File: config.mk
export PLATFORM = sky130hd
export DESIGN_NAME = serial_link_top
export DESIGN_NICKNAME = d
export VERILOG_FILES = /design/src/design/serial_link_pkg.sv /design/src/design/serial_link_cfg_regs.sv /design/src/design/serial_link_rx.sv /design/src/design/serial_link_top.sv /design/src/design/serial_link_tx.sv
export VERILOG_INCLUDE_DIRS = /design/src /design/src/design
export SDC_FILE = /design/constraint.sdc
export NUM_CORES = 1
export LEC_CHECK = 0
export BUFFER_PORTS_ARGS = -buffer_cell sky130_fd_sc_hd__buf_2
export CORE_MARGIN = 8
export CORE_UTILIZATION = 30
export DETAILED_ROUTE_END_ITERATION = 8
export HOLD_SLACK_MARGIN = 0.1
export SLEW_MARGIN = 20
export SYNTH_ARGS = -nofsm -noshare
export SYNTH_HDL_FRONTEND = slang
export SYNTH_SLANG_ARGS = --single-unit
File: constraint.sdc
create_clock -name clk_i -period 2.9 [get_ports clk_i]
set_clock_uncertainty 0.15 [all_clocks]
set_input_delay 0.145 -clock clk_i [delete_from_list [all_inputs] [get_ports clk_i]]
set_output_delay 0.145 -clock clk_i [all_outputs]
set_load 0.1 [all_outputs]
File: src/design/serial_link_params.svh
/*
  Build-time sizing of the serial link data layer.
  Included by the package and by every module that sizes storage from it.
*/
`ifndef SERIAL_LINK_PARAMS_SVH
`define SERIAL_LINK_PARAMS_SVH

// Parallel phy channels
`define SL_NUM_CHANNELS 2

// Bits per channel per beat
`define SL_CHAN_BITS 8

// Payload width, a whole number of beats
`define SL_PAYLOAD_BITS 64

// Receive buffer slots, also the credits granted at reset
`define SL_RECV_DEPTH 4

// Words held by the raw transmit FIFO
`define SL_RAW_FIFO_DEPTH 4

`endif

File: src/design/serial_link_pkg.sv
/*
  Types shared by the serial link RTL and its testbench.
  Refer to them by scoped name, serial_link_pkg::beat_t and so on.
*/
`include "serial_link_params.svh"

package serial_link_pkg;

  localparam int BeatBits   = `SL_NUM_CHANNELS * `SL_CHAN_BITS;
  localparam int NumSplits  = `SL_PAYLOAD_BITS / BeatBits;
  localparam int ChSelBits  = (`SL_NUM_CHANNELS > 1) ? $clog2(`SL_NUM_CHANNELS) : 1;
  localparam int CreditBits = $clog2(`SL_RECV_DEPTH + 1);

  typedef logic [`SL_CHAN_BITS-1:0] chan_data_t;
  // Channel 0 sits in the low bits
  typedef chan_data_t [`SL_NUM_CHANNELS-1:0] beat_t;
  // Beat 0 sits in the low bits
  typedef logic [`SL_PAYLOAD_BITS-1:0] payload_t;
  typedef logic [`SL_NUM_CHANNELS-1:0] ch_mask_t;
  typedef logic [ChSelBits-1:0] ch_sel_t;
  typedef logic [CreditBits-1:0] credit_t;

  typedef enum logic [1:0] {
    CfgCtrl   = 2'd0,
    CfgRawOut = 2'd1,
    CfgRawIn  = 2'd2,
    CfgStatus = 2'd3
  } cfg_addr_e;

  typedef enum logic {TxIdle, TxBusy} tx_state_e;

endpackage

File: src/design/serial_link_cfg_regs.sv
/*
  Register block of the serial link: raw-mode control, raw transmit FIFO
  and the read port for the raw receive capture. Reads decode combinationally.
*/
`include "serial_link_params.svh"

module serial_link_cfg_regs (
  input  logic                        clk_i,
  input  logic                        rst_n_i,
  input  logic                        cfg_we_i,
  input  logic                        cfg_re_i,
  input  serial_link_pkg::cfg_addr_e  cfg_addr_i,
  input  logic [15:0]                 cfg_wdata_i,
  output logic [15:0]                 cfg_rdata_o,
  output logic                        raw_en_o,
  output logic                        raw_out_en_o,
  output serial_link_pkg::ch_mask_t   raw_out_mask_o,
  output serial_link_pkg::ch_sel_t    raw_in_sel_o,
  output serial_link_pkg::chan_data_t raw_out_data_o,
  output logic                        raw_out_valid_o,
  input  logic                        raw_out_pop_i,
  input  serial_link_pkg::chan_data_t raw_in_data_i,
  input  logic                        raw_in_valid_i,
  output logic                        raw_in_pop_o,
  input  serial_link_pkg::credit_t    tx_credits_i
);

  localparam int Depth    = `SL_RAW_FIFO_DEPTH;
  localparam int PtrBits  = (Depth > 1) ? $clog2(Depth) : 1;
  localparam int FillBits = $clog2(Depth + 1);

  logic                        raw_en_q, raw_out_en_q;
  serial_link_pkg::ch_sel_t    raw_in_sel_q;
  serial_link_pkg::ch_mask_t   raw_out_mask_q;
  serial_link_pkg::chan_data_t fifo_mem [Depth];
  logic [PtrBits-1:0]          wr_ptr_q, rd_ptr_q;
  logic [FillBits-1:0]         fill_q;
  logic                        ctrl_we, fifo_clr, fifo_push, fifo_full;

  function automatic logic [PtrBits-1:0] ptr_next(input logic [PtrBits-1:0] ptr);
    return (ptr == PtrBits'(Depth - 1)) ? '0 : ptr + 1'b1;
  endfunction

  assign ctrl_we   = cfg_we_i && (cfg_addr_i == serial_link_pkg::CfgCtrl);
  // Clear bit acts on the write itself and never reads back
  assign fifo_clr  = ctrl_we && cfg_wdata_i[2];
  assign fifo_full = (fill_q == FillBits'(Depth));
  assign fifo_push = cfg_we_i && (cfg_addr_i == serial_link_pkg::CfgRawOut) && !fifo_full;

  always_ff @(posedge clk_i or negedge rst_n_i) begin
    if (!rst_n_i) begin
      raw_en_q       <= 1'b0;
      raw_out_en_q   <= 1'b0;
      raw_in_sel_q   <= '0;
      raw_out_mask_q <= '0;
    end else if (ctrl_we) begin
      raw_en_q       <= cfg_wdata_i[0];
      raw_out_en_q   <= cfg_wdata_i[1];
      raw_in_sel_q   <= cfg_wdata_i[3 +: serial_link_pkg::ChSelBits];
      raw_out_mask_q <= cfg_wdata_i[4 +: `SL_NUM_CHANNELS];
    end
  end

  ////////////////////////////////////////
  // Raw transmit FIFO
  ////////////////////////////////////////

  always_ff @(posedge clk_i) begin
    if (fifo_push) begin
      fifo_mem[wr_ptr_q] <= cfg_wdata_i[`SL_CHAN_BITS-1:0];
    end
  end

  always_ff @(posedge clk_i or negedge rst_n_i) begin
    if (!rst_n_i) begin
      wr_ptr_q <= '0;
      rd_ptr_q <= '0;
      fill_q   <= '0;
    end else if (fifo_clr) begin
      wr_ptr_q <= '0;
      rd_ptr_q <= '0;
      fill_q   <= '0;
    end else begin
      if (fifo_push) wr_ptr_q <= ptr_next(wr_ptr_q);
      if (raw_out_pop_i) rd_ptr_q <= ptr_next(rd_ptr_q);
      if (fifo_push && !raw_out_pop_i) begin
        fill_q <= fill_q + 1'b1;
      end else if (!fifo_push && raw_out_pop_i) begin
        fill_q <= fill_q - 1'b1;
      end
    end
  end

  assign raw_out_data_o  = fifo_mem[rd_ptr_q];
  assign raw_out_valid_o = (fill_q != '0);

  ////////////////////////////////////////
  // Register read decode
  ////////////////////////////////////////

  always_comb begin
    cfg_rdata_o = '0;
    case (cfg_addr_i)
      serial_link_pkg::CfgCtrl: begin
        cfg_rdata_o[0] = raw_en_q;
        cfg_rdata_o[1] = raw_out_en_q;
        cfg_rdata_o[3 +: serial_link_pkg::ChSelBits] = raw_in_sel_q;
        cfg_rdata_o[4 +: `SL_NUM_CHANNELS] = raw_out_mask_q;
      end
      serial_link_pkg::CfgRawIn: begin
        cfg_rdata_o[`SL_CHAN_BITS-1:0] = raw_in_data_i;
        cfg_rdata_o[8] = raw_in_valid_i;
      end
      serial_link_pkg::CfgStatus: begin
        cfg_rdata_o[0 +: FillBits] = fill_q;
        cfg_rdata_o[3] = fifo_full;
        cfg_rdata_o[4 +: serial_link_pkg::CreditBits] = tx_credits_i;
      end
      // Raw out is write only
      default: cfg_rdata_o = '0;
    endcase
  end

  assign raw_in_pop_o   = cfg_re_i && (cfg_addr_i == serial_link_pkg::CfgRawIn);
  assign raw_en_o       = raw_en_q;
  assign raw_out_en_o   = raw_out_en_q;
  assign raw_out_mask_o = raw_out_mask_q;
  assign raw_in_sel_o   = raw_in_sel_q;

  // The transmit link only pops what the FIFO offers
  a_no_pop_empty: assert property (@(posedge clk_i) disable iff (!rst_n_i)
    raw_out_pop_i |-> raw_out_valid_o)
    else $error("raw FIFO popped while empty");

endmodule

File: src/design/serial_link_rx.sv
/*
  Receive data link. Buffers beats from the phy, reassembles payloads,
  returns one credit per beat drained, and captures raw words on one channel.
*/
`include "serial_link_params.svh"

module serial_link_rx (
  input  logic                        clk_i,
  input  logic                        rst_n_i,
  input  serial_link_pkg::beat_t      phy_rx_data_i,
  input  serial_link_pkg::ch_mask_t   phy_rx_valid_i,
  output logic                        phy_credit_o,
  output serial_link_pkg::payload_t   pl_out_data_o,
  output logic                        pl_out_valid_o,
  input  logic                        pl_out_ready_i,
  input  logic                        raw_en_i,
  input  serial_link_pkg::ch_sel_t    raw_in_sel_i,
  output serial_link_pkg::chan_data_t raw_in_data_o,
  output logic                        raw_in_valid_o,
  input  logic                        raw_in_pop_i
);

  localparam int Depth    = `SL_RECV_DEPTH;
  localparam int PtrBits  = (Depth > 1) ? $clog2(Depth) : 1;
  localparam int CntBits  = $clog2(Depth + 1);
  localparam int BeatBits = serial_link_pkg::BeatBits;
  localparam int Splits   = serial_link_pkg::NumSplits;
  localparam int IdxBits  = (Splits > 1) ? $clog2(Splits) : 1;

  serial_link_pkg::beat_t      buf_mem [Depth];
  logic [PtrBits-1:0]          wr_ptr_q, rd_ptr_q;
  logic [CntBits-1:0]          count_q;
  logic                        buf_push, buf_pop, buf_full;
  serial_link_pkg::payload_t   asm_q;
  logic [IdxBits-1:0]          split_idx_q;
  logic                        out_valid_q, credit_q;
  serial_link_pkg::chan_data_t raw_q;
  logic                        raw_valid_q;

  function automatic logic [PtrBits-1:0] ptr_next(input logic [PtrBits-1:0] ptr);
    return (ptr == PtrBits'(Depth - 1)) ? '0 : ptr + 1'b1;
  endfunction

  ////////////////////////////////////////
  // Beat buffer
  ////////////////////////////////////////

  // Only a beat with every channel valid counts
  assign buf_push = !raw_en_i && (&phy_rx_valid_i);
  assign buf_full = (count_q == CntBits'(Depth));
  // Drain while the assembler has room or is handing off this cycle
  assign buf_pop  = !raw_en_i && (count_q != '0) && (!out_valid_q || pl_out_ready_i);

  always_ff @(posedge clk_i) begin
    if (buf_push) begin
      buf_mem[wr_ptr_q] <= phy_rx_data_i;
    end
  end

  always_ff @(posedge clk_i or negedge rst_n_i) begin
    if (!rst_n_i) begin
      wr_ptr_q <= '0;
      rd_ptr_q <= '0;
      count_q  <= '0;
      credit_q <= 1'b0;
    end else begin
      if (buf_push) wr_ptr_q <= ptr_next(wr_ptr_q);
      if (buf_pop) rd_ptr_q <= ptr_next(rd_ptr_q);
      if (buf_push && !buf_pop) begin
        count_q <= count_q + 1'b1;
      end else if (!buf_push && buf_pop) begin
        count_q <= count_q - 1'b1;
      end
      // One credit per freed slot
      credit_q <= buf_pop;
    end
  end

  assign phy_credit_o = credit_q;

  ////////////////////////////////////////
  // Payload assembly
  ////////////////////////////////////////

  always_ff @(posedge clk_i) begin
    if (buf_pop) begin
      asm_q[split_idx_q*BeatBits +: BeatBits] <= buf_mem[rd_ptr_q];
    end
  end

  always_ff @(posedge clk_i or negedge rst_n_i) begin
    if (!rst_n_i) begin
      split_idx_q <= '0;
      out_valid_q <= 1'b0;
    end else begin
      if (out_valid_q && pl_out_ready_i) out_valid_q <= 1'b0;
      if (buf_pop) begin
        if (split_idx_q == IdxBits'(Splits - 1)) begin
          split_idx_q <= '0;
          out_valid_q <= 1'b1;
        end else begin
          split_idx_q <= split_idx_q + 1'b1;
        end
      end
    end
  end

  assign pl_out_data_o  = asm_q;
  assign pl_out_valid_o = out_valid_q;

  ////////////////////////////////////////
  // Raw capture
  ////////////////////////////////////////

  always_ff @(posedge clk_i) begin
    if (raw_en_i && phy_rx_valid_i[raw_in_sel_i]) begin
      raw_q <= phy_rx_data_i[raw_in_sel_i];
    end
  end

  // A new word wins over a pop in the same cycle
  always_ff @(posedge clk_i or negedge rst_n_i) begin
    if (!rst_n_i) begin
      raw_valid_q <= 1'b0;
    end else if (raw_en_i && phy_rx_valid_i[raw_in_sel_i]) begin
      raw_valid_q <= 1'b1;
    end else if (raw_in_pop_i) begin
      raw_valid_q <= 1'b0;
    end
  end

  assign raw_in_data_o  = raw_q;
  assign raw_in_valid_o = raw_valid_q;

  // Credits at the far end keep the buffer from overflowing
  a_no_push_full: assert property (@(posedge clk_i) disable iff (!rst_n_i)
    buf_push |-> !buf_full)
    else $error("receive buffer pushed while full");

endmodule

File: src/design/serial_link_top.sv
/*
  Serial link data layer top. Register block sits beside the transmit and
  receive links; phy channels are left as ports for the physical layer.
*/
module serial_link_top (
  input  logic                       clk_i,
  input  logic                       rst_n_i,
  input  serial_link_pkg::payload_t  pl_in_data_i,
  input  logic                       pl_in_valid_i,
  output logic                       pl_in_ready_o,
  output serial_link_pkg::payload_t  pl_out_data_o,
  output logic                       pl_out_valid_o,
  input  logic                       pl_out_ready_i,
  output serial_link_pkg::beat_t     phy_tx_data_o,
  output serial_link_pkg::ch_mask_t  phy_tx_valid_o,
  input  logic                       phy_credit_i,
  input  serial_link_pkg::beat_t     phy_rx_data_i,
  input  serial_link_pkg::ch_mask_t  phy_rx_valid_i,
  output logic                       phy_credit_o,
  input  logic                       cfg_we_i,
  input  logic                       cfg_re_i,
  input  serial_link_pkg::cfg_addr_e cfg_addr_i,
  input  logic [15:0]                cfg_wdata_i,
  output logic [15:0]                cfg_rdata_o
);

  logic                        raw_en, raw_out_en, raw_out_valid, raw_out_pop;
  logic                        raw_in_valid, raw_in_pop;
  serial_link_pkg::ch_mask_t   raw_out_mask;
  serial_link_pkg::ch_sel_t    raw_in_sel;
  serial_link_pkg::chan_data_t raw_out_data, raw_in_data;
  serial_link_pkg::credit_t    tx_credits;

  serial_link_cfg_regs i_cfg_regs (
    .clk_i           (clk_i),
    .rst_n_i         (rst_n_i),
    .cfg_we_i        (cfg_we_i),
    .cfg_re_i        (cfg_re_i),
    .cfg_addr_i      (cfg_addr_i),
    .cfg_wdata_i     (cfg_wdata_i),
    .cfg_rdata_o     (cfg_rdata_o),
    .raw_en_o        (raw_en),
    .raw_out_en_o    (raw_out_en),
    .raw_out_mask_o  (raw_out_mask),
    .raw_in_sel_o    (raw_in_sel),
    .raw_out_data_o  (raw_out_data),
    .raw_out_valid_o (raw_out_valid),
    .raw_out_pop_i   (raw_out_pop),
    .raw_in_data_i   (raw_in_data),
    .raw_in_valid_i  (raw_in_valid),
    .raw_in_pop_o    (raw_in_pop),
    .tx_credits_i    (tx_credits)
  );

  serial_link_tx i_tx (
    .clk_i           (clk_i),
    .rst_n_i         (rst_n_i),
    .pl_in_data_i    (pl_in_data_i),
    .pl_in_valid_i   (pl_in_valid_i),
    .pl_in_ready_o   (pl_in_ready_o),
    .phy_tx_data_o   (phy_tx_data_o),
    .phy_tx_valid_o  (phy_tx_valid_o),
    .phy_credit_i    (phy_credit_i),
    .raw_en_i        (raw_en),
    .raw_out_en_i    (raw_out_en),
    .raw_out_mask_i  (raw_out_mask),
    .raw_out_data_i  (raw_out_data),
    .raw_out_valid_i (raw_out_valid),
    .raw_out_pop_o   (raw_out_pop),
    .credits_o       (tx_credits)
  );

  serial_link_rx i_rx (
    .clk_i          (clk_i),
    .rst_n_i        (rst_n_i),
    .phy_rx_data_i  (phy_rx_data_i),
    .phy_rx_valid_i (phy_rx_valid_i),
    .phy_credit_o   (phy_credit_o),
    .pl_out_data_o  (pl_out_data_o),
    .pl_out_valid_o (pl_out_valid_o),
    .pl_out_ready_i (pl_out_ready_i),
    .raw_en_i       (raw_en),
    .raw_in_sel_i   (raw_in_sel),
    .raw_in_data_o  (raw_in_data),
    .raw_in_valid_o (raw_in_valid),
    .raw_in_pop_i   (raw_in_pop)
  );

endmodule

File: src/design/serial_link_tx.sv
/*
  Transmit data link. Splits each payload into beats over the phy channels,
  one beat per credit, and in raw mode sends raw FIFO words under a mask.
*/
`include "serial_link_params.svh"

module serial_link_tx (
  input  logic                        clk_i,
  input  logic                        rst_n_i,
  input  serial_link_pkg::payload_t   pl_in_data_i,
  input  logic                        pl_in_valid_i,
  output logic                        pl_in_ready_o,
  output serial_link_pkg::beat_t      phy_tx_data_o,
  output serial_link_pkg::ch_mask_t   phy_tx_valid_o,
  input  logic                        phy_credit_i,
  input  logic                        raw_en_i,
  input  logic                        raw_out_en_i,
  input  serial_link_pkg::ch_mask_t   raw_out_mask_i,
  input  serial_link_pkg::chan_data_t raw_out_data_i,
  input  logic                        raw_out_valid_i,
  output logic                        raw_out_pop_o,
  output serial_link_pkg::credit_t    credits_o
);

  localparam int BeatBits = serial_link_pkg::BeatBits;
  localparam int Splits   = serial_link_pkg::NumSplits;
  localparam int IdxBits  = (Splits > 1) ? $clog2(Splits) : 1;

  serial_link_pkg::tx_state_e state_q, state_d;
  logic [IdxBits-1:0]         beat_idx_q, beat_idx_d;
  serial_link_pkg::credit_t   credit_q;
  logic                       beat_sent;

  ////////////////////////////////////////
  // Beat sequencing
  ////////////////////////////////////////

  always_comb begin
    state_d        = state_q;
    beat_idx_d     = beat_idx_q;
    pl_in_ready_o  = 1'b0;
    phy_tx_data_o  = '0;
    phy_tx_valid_o = '0;
    raw_out_pop_o  = 1'b0;
    beat_sent      = 1'b0;

    if (raw_en_i) begin
      // Same word on every channel, the mask picks who sees it
      if (raw_out_en_i && raw_out_valid_i) begin
        phy_tx_data_o  = {`SL_NUM_CHANNELS{raw_out_data_i}};
        phy_tx_valid_o = raw_out_mask_i;
        raw_out_pop_o  = 1'b1;
      end
    end else begin
      unique case (state_q)
        serial_link_pkg::TxIdle: begin
          if (pl_in_valid_i) begin
            state_d    = serial_link_pkg::TxBusy;
            beat_idx_d = '0;
          end
        end
        serial_link_pkg::TxBusy: begin
          phy_tx_data_o = pl_in_data_i[beat_idx_q*BeatBits +: BeatBits];
          if (credit_q != '0) begin
            phy_tx_valid_o = '1;
            beat_sent      = 1'b1;
            if (beat_idx_q == IdxBits'(Splits - 1)) begin
              // Last beat out, release the payload
              pl_in_ready_o = 1'b1;
              state_d       = serial_link_pkg::TxIdle;
              beat_idx_d    = '0;
            end else begin
              beat_idx_d = beat_idx_q + 1'b1;
            end
          end
        end
        default: state_d = serial_link_pkg::TxIdle;
      endcase
    end
  end

  always_ff @(posedge clk_i or negedge rst_n_i) begin
    if (!rst_n_i) begin
      state_q    <= serial_link_pkg::TxIdle;
      beat_idx_q <= '0;
    end else begin
      state_q    <= state_d;
      beat_idx_q <= beat_idx_d;
    end
  end

  ////////////////////////////////////////
  // Credit counter
  ////////////////////////////////////////

  // Spend and return may land in the same cycle
  always_ff @(posedge clk_i or negedge rst_n_i) begin
    if (!rst_n_i) begin
      credit_q <= serial_link_pkg::credit_t'(`SL_RECV_DEPTH);
    end else if (beat_sent && !phy_credit_i) begin
      credit_q <= credit_q - 1'b1;
    end else if (!beat_sent && phy_credit_i) begin
      credit_q <= credit_q + 1'b1;
    end
  end

  assign credits_o = credit_q;

  // Receiver never returns more slots than it has
  a_credit_bound: assert property (@(posedge clk_i) disable iff (!rst_n_i)
    credit_q <= serial_link_pkg::credit_t'(`SL_RECV_DEPTH))
    else $error("credit count above receive depth");

endmodule

==> metrics.md <==
| Metric | Value |
|---|---|
| Sequential power share | 0.336 |
| Final setup violating endpoints | 0 |
| Remaining DRCs | 0 |
| Worst-path clk slew | 0.07 ns |
| Hold_ws | 0.139 ns |
| WP data arrival | 2.26 ns |
| Die Y | 187 µm |
| Routed met3 length | 1260 µm |
| Highest routed layer | met5 |
| H-tree Lvls | 4 |
| Post-synthesis xor/xnor area fraction | 0.00801 |
| Synth top area cells | edfxtp_1 58%, mux4_2 9.0%, dfrtp_1 8.3% |
| Total core area | 28700 µm² |
| Routed wire per std cell | 18.2 µm |
| Worst-case clock buffer depth | 2 |
| Fmax | 391 MHz |
| Switch Pwr | 5.78 mW |
| Placed insts | 1106 |
| Vias/cell | 4.44 |
| Leading area contributor after synthesis | edfxtp_1 |
| Antenna Diode Count | 0 |
| Area share of the largest cell type after synthesis | 0.577 |
| Max-Cap Viols | 0 |
| YS warnings | 0 |
| Post-CTS setup buffers | 0 |
| Post-layout util | 0.387 |
| Vias in the first global route | 5478 |
| Yosys cell types | 43 |
| Post-Synth Adder-Cell Area | 0.0355 |
| Met2 WL post-DR | 10400 µm |
| Clock latency on the worst-skew pair | 0.43 ns |
| Post-synthesis sequential area ratio | 0.663 |
| Compound-Gate Fraction of Synth Area | 0.0232 |
| Power share of the combinational group | 0.470 |
| Vias | 5203 |
| GR Overflow Total | 0 |
| Post-Synthesis Cells | 533 |
| TritonCTS clock tree | built |
| Starting Density | 0.305 |
| M1 wire length | 9210 µm |
| Largest net degree at the start of global routing | 31 |
| Fill count | 2715 |
| FF+latch area | 5800 µm² |
| Non-Filler Instances | 1171 |
| Total CTS buffers | 17 |
| Most used DFF post-synth | edfxtp_1 |
| Worst path required time | 2.61 ns |
| Die ar. | 34900 µm² |
| Final-stage net count | 904 |
| Dpl ws | 0.549 ns |
| Critical path peak fanout | 18 |
| Crit Path Class | reg2out |
| Final Hold Fails | 0 |
| Clock power frac | 0.194 |
| CP Capture Type | primary output |
| Tcrit/Tclk final | 0.882 |
| Clock Sinks | 198 |
| Period minus WS final | 2.56 ns |
| Mean cell area of the mapped netlist | 16.4 µm² |
| Routability Congestion | 0.831 |
| Switching share of power | 0.469 |
| First-pass iteration count of the detailed router | 4 |
| Die Width | 187 µm |
| Area of the multi-input gates | 2650 µm² |
| DRT Wirelength | 21300 µm |
| Final WS setup | 0.342 ns |
| Async SR Flop Fraction | 0.152 |
| Final Slew Violations | 0 |
| Peak VDD IR | 0.525 mV |
| PD cells | 1110 nW/µm² |
| Simple-Gate Fraction of Synth Area | 0.0871 |
| Status | finished, final reports clean |
| Post-DP HPWL | 16000 µm |
| P_leak | 4.43 nW |
| Synth cell count leaders | 168 x edfxtp_1, 61 x and2_1, 35 x inv_1, 35 x mux4_2, 29 x dfrtp_1 |
| Worst Tran Pin Value | 0.773 ns |
| Area of the mapped netlist | 8750 µm² |
| Tot GR Track Use | 0.121 |
| Main combinational cell family by area after synthesis | multiplexers |
| Mux cell area share after synthesis | 0.146 |
| RSZ-0062 raised after global routing | no |
| Top-count cell post-synth | edfxtp_1 |
| Hold WC Path Type | in2async |
| Critical path launch point type | flop |
| Post-synth EDFFs | 168 |
| Share of cells above drive strength 1 | 0.386 |
| Slew margin rel. | 0.485 |
| # rows | 62 |
| DR iter-0 viols | 313 |
| Boundary pin count | 208 |
| Internal power | 6.54 mW |
| First-pass GRT wire length | 32600 µm |
| Total power | 12.3 mW |
| Area Growth Syn to Fin | 26.9% |
| Initial antenna violation count | 1 |
| Port Buffers | 192 |
| Root Buffer | clkbuf_16 |
| Antenna-violating nets left | 0 |
| Synthesized flop and latch total | 198 |
==> cells in the final DEF, fill, tap and decap left out, types with 5 or more instances in the layout <==
cell type / count
mux2_2: 20
nor2b_1: 17
inv_1: 35
mux4_2: 35
dfrtp_1: 29
buf_2: 192
dlygate4sd3_1: 33
nand2_1: 9
buf_4: 22
inv_8: 5
ha_1: 20
nor2_1: 15
edfxtp_1: 168
conb_1: 7
clkbuf_16: 17
xor2_1: 6
o21ai_1: 17
o21ai_0: 7
mux4_1: 5
nand3_1: 5
and2_1: 61
mux2i_1: 13
==> area by class of cell <==
cell class | instances | share of cell area
Clock inverter | 15 | 0.0153
Sequential cell | 198 | 0.522
Timing Repair Buffer | 247 | 0.131
Tap cell | 384 | 0.0433
Multi-Input combinational cell | 275 | 0.238
Clock buffer | 17 | 0.0383
Inverter | 35 | 0.0118
==> metal layers <==
layer / vias up / global-route usage
met1: 2603 / 0.152
met4: 2 / 0.0458
met5: - / 0
li1: 2440 / -
met2: 132 / 0.198
met3: 26 / 0.0315
==> sequential cells by signal, indices dropped and copies added (netlist names) <==
register,count
i_rx.raw_in_data_o,8
i_rx.raw_in_valid_o,1
i_cfg_regs.raw_in_sel_o,1
i_cfg_regs.rd_ptr_q,2
i_tx.state_q,1
i_rx.pl_out_valid_o,1
i_cfg_regs.fill_q,3
i_rx.split_idx_q,2
i_cfg_regs.fifo_mem,32
i_rx.rd_ptr_q,2
i_rx.buf_mem,64
i_rx.pl_out_data_o,64
i_rx.count_q,3
i_cfg_regs.wr_ptr_q,2
i_rx.phy_credit_o,1
i_cfg_regs.raw_out_mask_o,2
i_cfg_regs.raw_en_o,1
i_cfg_regs.raw_out_en_o,1
i_rx.wr_ptr_q,2
i_tx.credits_o,3
i_tx.beat_idx_q,2
==> kinds of logic after synthesis <==
| kind of cell | Yosys count |
|---|---|
| flip-flops | 198 |
| AND/OR/NAND/NOR | 129 |
| multiplexers | 73 |
| buffers and inverters | 66 |
| AO/OA/AOI/OAI | 35 |
| adder cells (fa/ha/maj) | 23 |
| XOR/XNOR | 8 |
| other | 1 |
==> power by group through the flow <==
| stage | sequential [mW] | clock, mW | combinational [mW] |
|---|---|---|---|
| CTS | 4.15 | 2.44 | 5.89 |
| global placement | 4.21 | 0 | 5.77 |
| floorplan | 5.52 | 0 | 3.36 |
| finish | 4.14 | 2.39 | 5.80 |
| global route | 4.22 | 2.54 | 6.17 |
| detailed placement | 4.22 | 0 | 5.83 |
==> metrics by stage <==
stage / area [µm²] / setup TNS (ns)
5_1_grt: 11100 / 0
3_3_place_gp: 10200 / 0
6_report: 11100 / 0
2_1_floorplan: 8770 / -0.0588
4_1_cts: 11100 / 0
3_5_place_dp: 10200 / 0
==> worst paths after layout <==
check | start | to | slack, ns | cells past startpoint
worst max-delay path | i_tx.beat_idx_q[1]$_DFFE_PN0P_ | phy_tx_data_o[11] | 0.34 | 4
worst min-delay path | rst_n_i | i_cfg_regs.rd_ptr_q[1]$_DFFE_PN0P_ | 0.14 | 2
worst max register to register | i_cfg_regs.fill_q[2]$_DFFE_PN0P_ | i_cfg_regs.fill_q[2]$_DFFE_PN0P_ | 0.53 | 8
worst min register to register | i_rx.count_q[2]$_DFFE_PN0P_ | i_rx.count_q[2]$_DFFE_PN0P_ | 0.32 | 1
max in group asynchronous | rst_n_i | i_rx.wr_ptr_q[1]$_DFFE_PN0P_ | 1.98 | 2
min in group clk_i | phy_rx_valid_i[1] | i_rx.wr_ptr_q[0]$_DFFE_PN0P_ | 0.14 | 5
==> critical path: stages (launching register included) <==
cell and delay [ns]:
dfrtp_1 0.83, mux4_2 0.33, inv_1 0.04, o21ai_1 0.17
buf_2 0.46
==> repair_timing <==
action	4_1_cts	5_1_grt
hold buffers	33	0
endpoints found under the hold margin	149	0
gates resized for setup	0	0
Note: power is estimated with default switching activity, not from simulation.
